[config.mk]
export PLATFORM = sky130hd
export DESIGN_NAME = hub75_top
export DESIGN_NICKNAME = d
export VERILOG_FILES = /design/src/rtl/hub75_pkg.sv /design/src/rtl/fetch_if.sv /design/src/rtl/uart_rx.sv /design/src/rtl/control_module.sv /design/src/rtl/framebuffer_ram.sv /design/src/rtl/framebuffer_fetch.sv /design/src/rtl/matrix_scan.sv /design/src/rtl/hub75_top.sv
export SDC_FILE = /design/constraint.sdc
export NUM_CORES = 2
export LEC_CHECK = 0
export BUFFER_PORTS_ARGS = -buffer_cell sky130_fd_sc_hd__buf_4
export CAP_MARGIN = 0
export CORE_AREA = 5 5 531 533
export CTS_BUF_LIST = sky130_fd_sc_hd__clkbuf_16
export DETAILED_ROUTE_END_ITERATION = 12
export DIE_AREA = 0 0 536 538
export SYNTH_ARGS = -nofsm -noshare
export SYNTH_HDL_FRONTEND = slang
export SYNTH_HIERARCHICAL = 1
export SYNTH_SLANG_ARGS = --single-unit
[constraint.sdc]
create_clock -name clk_in -period 7.3 [get_ports clk_in]
set_input_delay 0.365 -clock clk_in [delete_from_list [all_inputs] [get_ports clk_in]]
set_output_delay 0.365 -clock clk_in [all_outputs]
set_load 0.05 [all_outputs]
[src/rtl/hub75_pkg.sv]
package hub75_pkg;

    localparam int PIXEL_WIDTH = 16;        // columns per row
    localparam int PIXEL_HEIGHT = 8;        // rows, top and bottom half scanned together
    localparam int BYTES_PER_PIXEL = 2;     // rgb565, high byte first
    localparam int BRIGHTNESS_LEVELS = 5;   // number of bit planes
    localparam int CTRL_TICKS_PER_BIT = 8;  // uart bit length in clocks
    localparam int SCAN_DIV = 4;            // clocks per scan tick
    localparam int OE_BASE_TICKS = 2;       // plane 0 on-time, doubles per plane

    typedef logic [15:0] pixel_t;
    typedef logic [2:0] rgb_t;              // {red, green, blue}
    typedef logic [$clog2(BRIGHTNESS_LEVELS)-1:0] plane_t;

    // host command bytes
    typedef enum logic [7:0] {
        OP_SET_RGB        = 8'h72,
        OP_SET_BRIGHTNESS = 8'h62,
        OP_LOAD_FRAME     = 8'h4c
    } ctrl_opcode_t;

    typedef enum logic [1:0] {
        CTRL_IDLE,
        CTRL_ARG,     // waiting for the argument byte
        CTRL_LOAD
    } ctrl_state_t;

    typedef enum logic [1:0] {
        SCAN_SHIFT,
        SCAN_LATCH,
        SCAN_DISPLAY
    } scan_state_t;

endpackage

[src/rtl/fetch_if.sv]
`timescale 1ns/1ps
interface fetch_if import hub75_pkg::*; #(
    parameter int PIXEL_WIDTH = hub75_pkg::PIXEL_WIDTH,
    parameter int PIXEL_HEIGHT = hub75_pkg::PIXEL_HEIGHT
);
    logic [$clog2(PIXEL_WIDTH)-1:0] column_address;
    logic [$clog2(PIXEL_HEIGHT / 2)-1:0] row_address;  // row in the top half
    plane_t plane;
    logic load_start;   // one-clock request
    rgb_t rgb_top;
    rgb_t rgb_bottom;
    logic data_valid;   // one-clock, three clocks after load_start

    modport scan (
        output column_address, row_address, plane, load_start,
        input  rgb_top, rgb_bottom, data_valid
    );

    modport fetch (
        input  column_address, row_address, plane, load_start,
        output rgb_top, rgb_bottom, data_valid
    );

endinterface

[src/rtl/uart_rx.sv]
`timescale 1ns/1ps
module uart_rx import hub75_pkg::*; #(
    parameter int TICKS_PER_BIT = CTRL_TICKS_PER_BIT
) (
    input  logic       clk_in,
    input  logic       reset,
    input  logic       rx,
    output logic [7:0] rx_data,
    output logic       rx_valid
);
    localparam int CW = $clog2(TICKS_PER_BIT);
    localparam logic [CW-1:0] FULL_BIT = CW'(TICKS_PER_BIT - 1);
    localparam logic [CW-1:0] HALF_BIT = CW'(TICKS_PER_BIT / 2 - 1);

    typedef enum logic [1:0] {RX_IDLE, RX_START, RX_DATA, RX_STOP} rx_state_t;

    rx_state_t state;
    logic [1:0] rx_sync;          // two flops, line idles high
    logic [CW-1:0] tick_count;
    logic [2:0] bit_index;
    logic rx_bit;

    assign rx_bit = rx_sync[1];

    always_ff @(posedge clk_in) begin
        if (reset) begin
            rx_sync <= 2'b11;
            state <= RX_IDLE;
            tick_count <= '0;
            bit_index <= '0;
            rx_valid <= 1'b0;
        end else begin
            rx_sync <= {rx_sync[0], rx};
            rx_valid <= 1'b0;
            case (state)
                RX_IDLE: begin
                    tick_count <= '0;
                    if (!rx_bit)
                        state <= RX_START;
                end
                RX_START: begin
                    if (tick_count == HALF_BIT) begin  // middle of start bit
                        tick_count <= '0;
                        bit_index <= '0;
                        state <= rx_bit ? RX_IDLE : RX_DATA;  // high again means a glitch
                    end else begin
                        tick_count <= tick_count + 1'b1;
                    end
                end
                RX_DATA: begin
                    if (tick_count == FULL_BIT) begin
                        tick_count <= '0;
                        rx_data <= {rx_bit, rx_data[7:1]};  // lsb arrives first
                        bit_index <= bit_index + 1'b1;
                        if (bit_index == 3'd7)
                            state <= RX_STOP;
                    end else begin
                        tick_count <= tick_count + 1'b1;
                    end
                end
                default: begin
                    // stop bit, a low line here drops the byte
                    if (tick_count == FULL_BIT) begin
                        rx_valid <= rx_bit;
                        state <= RX_IDLE;
                    end else begin
                        tick_count <= tick_count + 1'b1;
                    end
                end
            endcase
        end
    end

endmodule

[src/rtl/control_module.sv]
`timescale 1ns/1ps
module control_module import hub75_pkg::*; #(
    parameter int PIXEL_WIDTH = hub75_pkg::PIXEL_WIDTH,
    parameter int PIXEL_HEIGHT = hub75_pkg::PIXEL_HEIGHT
) (
    input  logic clk_in,
    input  logic reset,
    input  logic [7:0] rx_data,
    input  logic rx_valid,
    output logic [$clog2(PIXEL_WIDTH * PIXEL_HEIGHT * BYTES_PER_PIXEL)-1:0] wr_address,
    output logic [7:0] wr_data,
    output logic wr_enable,
    output rgb_t rgb_enable,
    output logic [BRIGHTNESS_LEVELS-1:0] brightness_enable
);
    localparam int FRAME_BYTES = PIXEL_WIDTH * PIXEL_HEIGHT * BYTES_PER_PIXEL;
    localparam int ADDR_BITS = $clog2(FRAME_BYTES);
    localparam logic [ADDR_BITS-1:0] LAST_BYTE = ADDR_BITS'(FRAME_BYTES - 1);

    ctrl_state_t state;
    ctrl_opcode_t opcode;               // command that owns the next byte
    logic [ADDR_BITS-1:0] byte_count;

    always_ff @(posedge clk_in) begin
        if (reset) begin
            state <= CTRL_IDLE;
            opcode <= OP_SET_RGB;
            byte_count <= '0;
            wr_enable <= 1'b0;
            rgb_enable <= 3'b111;
            brightness_enable <= '1;
        end else begin
            wr_enable <= 1'b0;
            if (rx_valid) begin
                case (state)
                    CTRL_IDLE: begin
                        case (rx_data)
                            OP_SET_RGB, OP_SET_BRIGHTNESS: begin
                                opcode <= ctrl_opcode_t'(rx_data);
                                state <= CTRL_ARG;
                            end
                            OP_LOAD_FRAME: begin
                                byte_count <= '0;
                                state <= CTRL_LOAD;
                            end
                            default: ;  // unknown byte, stay idle
                        endcase
                    end
                    CTRL_ARG: begin
                        if (opcode == OP_SET_RGB)
                            rgb_enable <= rx_data[2:0];
                        else
                            brightness_enable <= rx_data[BRIGHTNESS_LEVELS-1:0];
                        state <= CTRL_IDLE;
                    end
                    default: begin
                        // frame load, byte k lands at address k
                        wr_address <= byte_count;
                        wr_data <= rx_data;
                        wr_enable <= 1'b1;
                        byte_count <= byte_count + 1'b1;
                        if (byte_count == LAST_BYTE)
                            state <= CTRL_IDLE;
                    end
                endcase
            end
        end
    end

endmodule

[src/rtl/framebuffer_ram.sv]
`timescale 1ns/1ps
module framebuffer_ram import hub75_pkg::*; #(
    parameter int PIXEL_WIDTH = hub75_pkg::PIXEL_WIDTH,
    parameter int PIXEL_HEIGHT = hub75_pkg::PIXEL_HEIGHT
) (
    input  logic clk_in,
    input  logic [$clog2(PIXEL_WIDTH * PIXEL_HEIGHT * BYTES_PER_PIXEL)-1:0] wr_address,
    input  logic [7:0] wr_data,
    input  logic wr_enable,
    input  logic [$clog2(PIXEL_WIDTH * PIXEL_HEIGHT)-1:0] rd_address,
    input  logic rd_enable,
    output pixel_t rd_data
);
    localparam int PIXELS = PIXEL_WIDTH * PIXEL_HEIGHT;
    localparam int ADDR_BITS = $clog2(PIXELS * BYTES_PER_PIXEL);

    pixel_t mem [PIXELS];

    always_ff @(posedge clk_in) begin
        if (wr_enable) begin
            if (wr_address[0])
                mem[wr_address[ADDR_BITS-1:1]][7:0] <= wr_data;   // second byte is low
            else
                mem[wr_address[ADDR_BITS-1:1]][15:8] <= wr_data;
        end
        if (rd_enable)
            rd_data <= mem[rd_address];
    end

endmodule

[src/rtl/framebuffer_fetch.sv]
`timescale 1ns/1ps
module framebuffer_fetch import hub75_pkg::*; #(
    parameter int PIXEL_WIDTH = hub75_pkg::PIXEL_WIDTH,
    parameter int PIXEL_HEIGHT = hub75_pkg::PIXEL_HEIGHT
) (
    input  logic clk_in,
    input  logic reset,
    fetch_if.fetch fetch,
    output logic [$clog2(PIXEL_WIDTH * PIXEL_HEIGHT)-1:0] rd_address,
    output logic rd_enable,
    input  pixel_t rd_data,
    input  rgb_t rgb_enable,
    input  logic [BRIGHTNESS_LEVELS-1:0] brightness_enable
);
    localparam int PIX_BITS = $clog2(PIXEL_WIDTH * PIXEL_HEIGHT);
    localparam int HALF_OFFSET = PIXEL_HEIGHT / 2 * PIXEL_WIDTH;

    logic [PIX_BITS-1:0] top_index;
    logic [PIX_BITS-1:0] bottom_index;
    logic bottom_pending;   // bottom read goes out this clock
    logic top_ready;        // top pixel held, bottom on rd_data
    pixel_t top_pixel;

    // one bit per colour for this plane, masked by both enables
    function automatic rgb_t plane_bits(
        input pixel_t px,
        input plane_t plane,
        input rgb_t rgb_en,
        input logic [BRIGHTNESS_LEVELS-1:0] bright_en
    );
        rgb_t bits;
        bits = {px[11 + plane], px[6 + plane], px[plane]};
        return bits & rgb_en & {3{bright_en[plane]}};
    endfunction

    assign top_index = PIX_BITS'(fetch.row_address * PIXEL_WIDTH + fetch.column_address);
    assign rd_enable = fetch.load_start | bottom_pending;
    assign rd_address = bottom_pending ? bottom_index : top_index;

    always_ff @(posedge clk_in) begin
        if (reset) begin
            bottom_pending <= 1'b0;
            top_ready <= 1'b0;
            fetch.data_valid <= 1'b0;
        end else begin
            bottom_pending <= fetch.load_start;
            top_ready <= bottom_pending;
            fetch.data_valid <= top_ready;
        end
    end

    always_ff @(posedge clk_in) begin
        bottom_index <= top_index + PIX_BITS'(HALF_OFFSET);
        if (bottom_pending)
            top_pixel <= rd_data;
        if (top_ready) begin
            fetch.rgb_top <= plane_bits(top_pixel, fetch.plane, rgb_enable, brightness_enable);
            fetch.rgb_bottom <= plane_bits(rd_data, fetch.plane, rgb_enable, brightness_enable);
        end
    end

endmodule

[src/rtl/matrix_scan.sv]
`timescale 1ns/1ps
module matrix_scan import hub75_pkg::*; #(
    parameter int PIXEL_WIDTH = hub75_pkg::PIXEL_WIDTH,
    parameter int PIXEL_HEIGHT = hub75_pkg::PIXEL_HEIGHT,
    parameter int SCAN_DIV = hub75_pkg::SCAN_DIV,
    parameter int OE_BASE_TICKS = hub75_pkg::OE_BASE_TICKS
) (
    input  logic clk_in,
    input  logic reset,
    fetch_if.scan scan,
    output rgb_t rgb_top,
    output rgb_t rgb_bottom,
    output logic clk_pixel,
    output logic row_latch,
    output logic output_enable,
    output logic [$clog2(PIXEL_HEIGHT / 2)-1:0] row_address
);
    localparam int COL_BITS = $clog2(PIXEL_WIDTH);
    localparam int ROW_BITS = $clog2(PIXEL_HEIGHT / 2);
    localparam int DIV_BITS = $clog2(SCAN_DIV);
    localparam int OE_BITS = $clog2((OE_BASE_TICKS << (BRIGHTNESS_LEVELS - 1)) + 1);
    localparam logic [COL_BITS-1:0] LAST_COLUMN = COL_BITS'(PIXEL_WIDTH - 1);
    localparam logic [ROW_BITS-1:0] LAST_ROW = ROW_BITS'(PIXEL_HEIGHT / 2 - 1);
    localparam logic [DIV_BITS-1:0] LAST_DIV = DIV_BITS'(SCAN_DIV - 1);
    localparam plane_t LAST_PLANE = plane_t'(BRIGHTNESS_LEVELS - 1);

    scan_state_t state;
    logic [DIV_BITS-1:0] div_count;
    logic tick;
    logic pending;    // load issued, pixel not back yet
    logic loaded;     // pins hold the pixel, clock edge still due
    logic [OE_BITS-1:0] oe_count;

    assign tick = (div_count == LAST_DIV);

    always_ff @(posedge clk_in) begin
        if (reset || tick)
            div_count <= '0;
        else
            div_count <= div_count + 1'b1;
    end

    always_ff @(posedge clk_in) begin
        if (reset) begin
            state <= SCAN_SHIFT;
            scan.column_address <= '0;
            scan.row_address <= '0;
            scan.plane <= '0;
            scan.load_start <= 1'b0;
            pending <= 1'b0;
            loaded <= 1'b0;
            oe_count <= '0;
            rgb_top <= '0;
            rgb_bottom <= '0;
            clk_pixel <= 1'b0;
            row_latch <= 1'b0;
            output_enable <= 1'b0;
            row_address <= '0;
        end else begin
            scan.load_start <= 1'b0;
            if (scan.data_valid) begin
                rgb_top <= scan.rgb_top;
                rgb_bottom <= scan.rgb_bottom;
                pending <= 1'b0;
                loaded <= 1'b1;
            end
            if (tick) begin
                case (state)
                    SCAN_SHIFT: begin
                        if (clk_pixel) begin
                            clk_pixel <= 1'b0;
                            if (scan.column_address == LAST_COLUMN) begin
                                scan.column_address <= '0;
                                row_latch <= 1'b1;
                                row_address <= scan.row_address;  // row just shifted in
                                state <= SCAN_LATCH;
                            end else begin
                                scan.column_address <= scan.column_address + 1'b1;
                            end
                        end else if (loaded) begin
                            clk_pixel <= 1'b1;  // panel shifts on this edge
                            loaded <= 1'b0;
                        end else if (!pending) begin
                            scan.load_start <= 1'b1;
                            pending <= 1'b1;
                        end
                    end
                    SCAN_LATCH: begin
                        row_latch <= 1'b0;
                        output_enable <= 1'b1;
                        // binary weighted on-time for the plane just latched
                        oe_count <= OE_BITS'((OE_BASE_TICKS << scan.plane) - 1);
                        state <= SCAN_DISPLAY;
                        if (scan.plane == LAST_PLANE) begin
                            scan.plane <= '0;
                            if (scan.row_address == LAST_ROW)
                                scan.row_address <= '0;
                            else
                                scan.row_address <= scan.row_address + 1'b1;
                        end else begin
                            scan.plane <= scan.plane + 1'b1;
                        end
                    end
                    default: begin
                        if (oe_count == '0) begin
                            output_enable <= 1'b0;
                            state <= SCAN_SHIFT;
                        end else begin
                            oe_count <= oe_count - 1'b1;
                        end
                    end
                endcase
            end
        end
    end

endmodule

[src/rtl/hub75_top.sv]
`timescale 1ns/1ps
module hub75_top import hub75_pkg::*; #(
    parameter int PIXEL_WIDTH = hub75_pkg::PIXEL_WIDTH,
    parameter int PIXEL_HEIGHT = hub75_pkg::PIXEL_HEIGHT,
    parameter int CTRL_TICKS_PER_BIT = hub75_pkg::CTRL_TICKS_PER_BIT,
    parameter int SCAN_DIV = hub75_pkg::SCAN_DIV,
    parameter int OE_BASE_TICKS = hub75_pkg::OE_BASE_TICKS
) (
    input  logic clk_in,
    input  logic reset,
    input  logic uart_rx_in,
    output rgb_t rgb_top,
    output rgb_t rgb_bottom,
    output logic clk_pixel,
    output logic row_latch,
    output logic output_enable_n,
    output logic [$clog2(PIXEL_HEIGHT / 2)-1:0] row_address
);
    localparam int PIXELS = PIXEL_WIDTH * PIXEL_HEIGHT;

    logic [7:0] rx_data;
    logic rx_valid;
    logic [$clog2(PIXELS * BYTES_PER_PIXEL)-1:0] wr_address;
    logic [7:0] wr_data;
    logic wr_enable;
    logic [$clog2(PIXELS)-1:0] rd_address;
    logic rd_enable;
    pixel_t rd_data;
    rgb_t rgb_enable;
    logic [BRIGHTNESS_LEVELS-1:0] brightness_enable;
    logic output_enable;

    fetch_if #(
        .PIXEL_WIDTH(PIXEL_WIDTH),
        .PIXEL_HEIGHT(PIXEL_HEIGHT)
    ) fetch_bus ();

    // host command path
    uart_rx #(
        .TICKS_PER_BIT(CTRL_TICKS_PER_BIT)
    ) u_uart_rx (
        .clk_in(clk_in),
        .reset(reset),
        .rx(uart_rx_in),
        .rx_data(rx_data),
        .rx_valid(rx_valid)
    );

    control_module #(
        .PIXEL_WIDTH(PIXEL_WIDTH),
        .PIXEL_HEIGHT(PIXEL_HEIGHT)
    ) u_ctrl (
        .clk_in(clk_in),
        .reset(reset),
        .rx_data(rx_data),
        .rx_valid(rx_valid),
        .wr_address(wr_address),
        .wr_data(wr_data),
        .wr_enable(wr_enable),
        .rgb_enable(rgb_enable),
        .brightness_enable(brightness_enable)
    );

    framebuffer_ram #(
        .PIXEL_WIDTH(PIXEL_WIDTH),
        .PIXEL_HEIGHT(PIXEL_HEIGHT)
    ) u_fb (
        .clk_in(clk_in),
        .wr_address(wr_address),
        .wr_data(wr_data),
        .wr_enable(wr_enable),
        .rd_address(rd_address),
        .rd_enable(rd_enable),
        .rd_data(rd_data)
    );

    framebuffer_fetch #(
        .PIXEL_WIDTH(PIXEL_WIDTH),
        .PIXEL_HEIGHT(PIXEL_HEIGHT)
    ) u_fetch (
        .clk_in(clk_in),
        .reset(reset),
        .fetch(fetch_bus.fetch),
        .rd_address(rd_address),
        .rd_enable(rd_enable),
        .rd_data(rd_data),
        .rgb_enable(rgb_enable),
        .brightness_enable(brightness_enable)
    );

    matrix_scan #(
        .PIXEL_WIDTH(PIXEL_WIDTH),
        .PIXEL_HEIGHT(PIXEL_HEIGHT),
        .SCAN_DIV(SCAN_DIV),
        .OE_BASE_TICKS(OE_BASE_TICKS)
    ) u_scan (
        .clk_in(clk_in),
        .reset(reset),
        .scan(fetch_bus.scan),
        .rgb_top(rgb_top),
        .rgb_bottom(rgb_bottom),
        .clk_pixel(clk_pixel),
        .row_latch(row_latch),
        .output_enable(output_enable),
        .row_address(row_address)
    );

    assign output_enable_n = ~output_enable;  // panel OE pin is active low

endmodule

==> key figures <==
Timing
  • Fin Setup TNS: 0 ns
  • WHS: 0.3319 ns
  • Fin. max-slew vios: 0
  • Period minus WS final: 4.232 ns
  • Worst Tran Pin Value: 1.274 ns
  • Endpoints failing setup: 0
  • Worst slew margin: 15.05%
  • Tcrit/Tclk final: 57.97%
  • RSZ-0062 raised after global routing: false
  • Max Freq: 236.3 MHz
  • Fin Clk Skew: 0.05162 ns
  • Final hold violation count: 0

Power and ir drop
  • Part of the power in combinational logic: 0.3%
  • Clk network pwr share: 43.6%
  • Sw Share: 19.60%
  • Psw: 0.004755 W
  • Leak: 28.02 nW
  • Power density over the cells: 251.1 nW/µm²
  • Worst vdd ir: 0.2092 mV
  • P_int: 0.01950 W
  • Sequential Power Share: 56.0%

Global route
  • GRT Total Usage: 13.23%
  • First-pass GRT wire length: 282.6 mm
  • Initial antenna violation count: 3
  • GR Overflow Total: 0
  • Maximum number of pins on one net before global-route repair: 249
  • Vias in the first global route: 39.55k

Detailed routing
  • DRC viols: 0
  • Routed Antenna Nets: 0
  • Routed WL: 192.7 mm
  • DR iter-0 viols: 4,180
  • Via-to-Cell Ratio: 4.998
  • DRT Pass-1 Iters: 5
  • DR vias: 38.63k
  • Routed WL per cell: 24.93 µm

Place
  • Gpl congestion: 0.7620
  • Post-detail-place hpwl: 112.1 mm
  • IO Port Bufs: 13
  • Placed Area: 89,770 µm²

Synth
  • Multiplexer share of the synthesized area: 18.83%
  • Syn nets: 3,781
  • #FFs+latches synth: 2,190
  • Mapped cell area: 85,150 µm²
  • Yosys cell types: 76
  • Synth Area in Simple Gates: 2.502%
  • YS warnings: 6
  • Synth Area in XOR/XNOR: 0.06318%
  • Post-synth EDFFs: 2,110
  • Synthesized instance count: 3,753
  • Syn avg cell area: 22.69 µm²
  • Top FF cell, synth: edfxtp_1
  • Main combinational cell family by area after synthesis: multiplexers
  • Post-synthesis compound-gate area fraction: 0.7964%
  • Sequential area share after synthesis: 76.29%
  • Adder-Cell Fraction of Synth Area: 0.3673%
  • Async SR Flop Fraction: 0%

Finish
  • Layout cells sized above 1: 27.62%
  • Layout Nets: 3,871
  • # fillers: 25.18k
  • Cell area after layout: 96,580 µm²
  • FF/Latch Area: 64,970 µm²
  • Area of the multi-input gates: 19,280 µm²
  • Area Growth Syn to Fin: 13.42%

Setup path
  • Crit path capture type: flip-flop
  • Most frequent cell on the critical path: mux4_2
  • Worst path top cell family by delay: multiplexers
  • Crit path cell chain: mux2_8 -> buf_4 -> mux4_2 -> mux4_2 -> mux4_2 -> mux2_2
  • Worst path arrival time: 4.80 ns
  • Worst path bufs/invs: 1
  • Max FO, Critical Path: 60
  • Crit start category: flip-flop
  • CP max-delay cell: mux2_8
  • Stages on worst setup path: 6
  • Register-to-Register Path Depth: 6
  • CP Class: reg2reg
  • Req. time, crit path: 7.87 ns
  • Crit-path max cell delay: 0.73 ns

Run
  • Max-cap violations: 0

Floorplanning
  • Die width: 536 µm
  • Die footprint: 288,400 µm²
  • Starting density of the core: 30.85%
  • Core outline area: 276,000 µm²
  • Ports: 14
  • Die height: 538 µm
  • Row count: 193

CTS
  • Clock root buffer: clkbuf_16
  • Sink Count: 2,190
  • Clock buffer depth: 3
  • CTS H-tree depth: 4
  • Clk slew on worst S/H paths: 0.06 ns
  • CTS Buf Count: 215
  • Worst skew pair latency: 0.85 ns
  • CTS tree: built

Min path
  • HP Class: in2reg
  • Worst hold stages: 3

Status
  • Status: finished clean
## through the flow
stage | setup slack (ns) | total power [W] | cells | utilization, %
detailed placement | 2.931 | 0.01393 | 7329 | 32.52
CTS | 2.910 | 0.02451 | 7727 | 34.99
global route | 2.815 | 0.02507 | 7728 | 34.99
global placement | 2.921 | 0.01393 | 7329 | 32.52
floorplan | 3.254 | 0.01391 | 3753 | -
finish | 3.068 | 0.02426 | 7728 | 34.99
## final timing paths
check / from / to / slack (ns)
min: uart_rx_in / u_uart_rx/rx_sync[0] / 0.33
min reg2reg: u_uart_rx/rx_sync[0] / u_uart_rx/rx_sync[1] / 0.41
max: u_fetch/bottom_pending / u_fb/rd_data[7] / 3.07
max reg2reg: u_fetch/bottom_pending / u_fb/rd_data[7] / 3.07
## cell usage in the layout (no fill, tap or decap), drive strengths merged, types with 26 or more instances in the layout
cell type	n
mux4	692
dfxtp	80
clkbuf	215
a21oi	31
mux2	26
clkinv	107
nand3	27
inv	72
nand2	59
edfxtp	2110
nor2	298
buf	80
## metal layers
| metal | wire, µm | vias up | global-route usage [%] |
|---|---|---|---|
| met4 | 3879 | 0 | 3.282 |
| met5 | 0 | - | 0 |
| met3 | 12920 | 255 | 2.428 |
| li1 | - | 16006 | - |
| met2 | 94650 | 1302 | 21.57 |
| met1 | 81220 | 21062 | 18.45 |
## timing repair
action	4_1_cts	5_1_grt
setup buffers	0	0
gates resized for setup	0	0
hold buffers	2	0
endpoints found under the hold margin	12	0
## cell families after synthesis
| kind of cell | after synthesis |
|---|---|
| AO/OA/AOI/OAI | 99 |
| XOR/XNOR | 4 |
| adder cells (fa/ha/maj) | 25 |
| buffers and inverters | 230 |
| flip-flops | 2190 |
| multiplexers | 730 |
| AND/OR/NAND/NOR | 475 |
## state kept, by name, summed over array words and instances, names as in the netlist, 3 cells and up
| name | flops |
|---|---|
| u_ctrl/brightness_enable | 5 |
| u_ctrl/byte_count | 8 |
| u_ctrl/opcode | 8 |
| u_ctrl/rgb_enable | 3 |
| u_ctrl/wr_address | 8 |
| u_ctrl/wr_data | 8 |
| u_fb/mem | 2048 |
| u_fb/rd_data | 16 |
| u_fetch/bottom_index | 6 |
| u_fetch/fetch.rgb_bottom | 3 |
| u_fetch/fetch.rgb_top | 3 |
| u_fetch/top_pixel | 16 |
| u_scan/oe_count | 6 |
| u_scan/rgb_bottom | 3 |
| u_scan/rgb_top | 3 |
| u_scan/scan.column_address | 4 |
| u_scan/scan.plane | 3 |
| u_uart_rx/bit_index | 3 |
| u_uart_rx/rx_data | 8 |
| u_uart_rx/tick_count | 3 |
## synthesized netlist by cell type (all sizes together) (4+ instances only)
cell type  number  share of area (%)
edfxtp       2110                 74
nor3           10              0.065
buf            89               0.53
nor3b           5              0.044
mux2i          12               0.14
nor2b          25               0.19
a211oi          6              0.053
and2            4              0.032
mux2           26               0.35
ha             25               0.37
nand2          59               0.26
nor2          298                1.3
a21oi          31               0.19
mux4          692                 18
dfxtp          80                1.9
inv            21              0.093
a31oi           6              0.044
nand2b          7              0.051
nand3          27               0.16
and3            6              0.044
a211o          11               0.11
or2             5              0.040
o21ai          18               0.11
o21a            4              0.035
nor4            6              0.051
clkbuf        120               0.53
## power groups by stage
stage          Sequential (W)  Combinational, W  Clock (W)
4_1_cts                0.0136         0.0000837     0.0108
3_5_place_dp           0.0139         0.0000828          0
6_report               0.0136         0.0000838     0.0106
5_1_grt                0.0136         0.0000903     0.0114
2_1_floorplan          0.0138         0.0000622          0
3_3_place_gp           0.0139         0.0000807          0
## cell type report
type / instances / share of cell area (%)
tap: 3705 / 4.800
antenna: 1 / 0.002591
inverter: 21 / 0.08162
multi-input combinational: 1333 / 19.96
timing repair buffer: 82 / 0.8628
clock buffer: 215 / 5.571
sequential: 2190 / 67.27
clock inverter: 181 / 1.457
## tightest hold or removal path: cells and delay by family
kind | cells | cell delay, ns
buf+inv | 2 | 0.67
simple gates | 1 | 0.10
No activity file was read; power rests on OpenSTA's default activity.
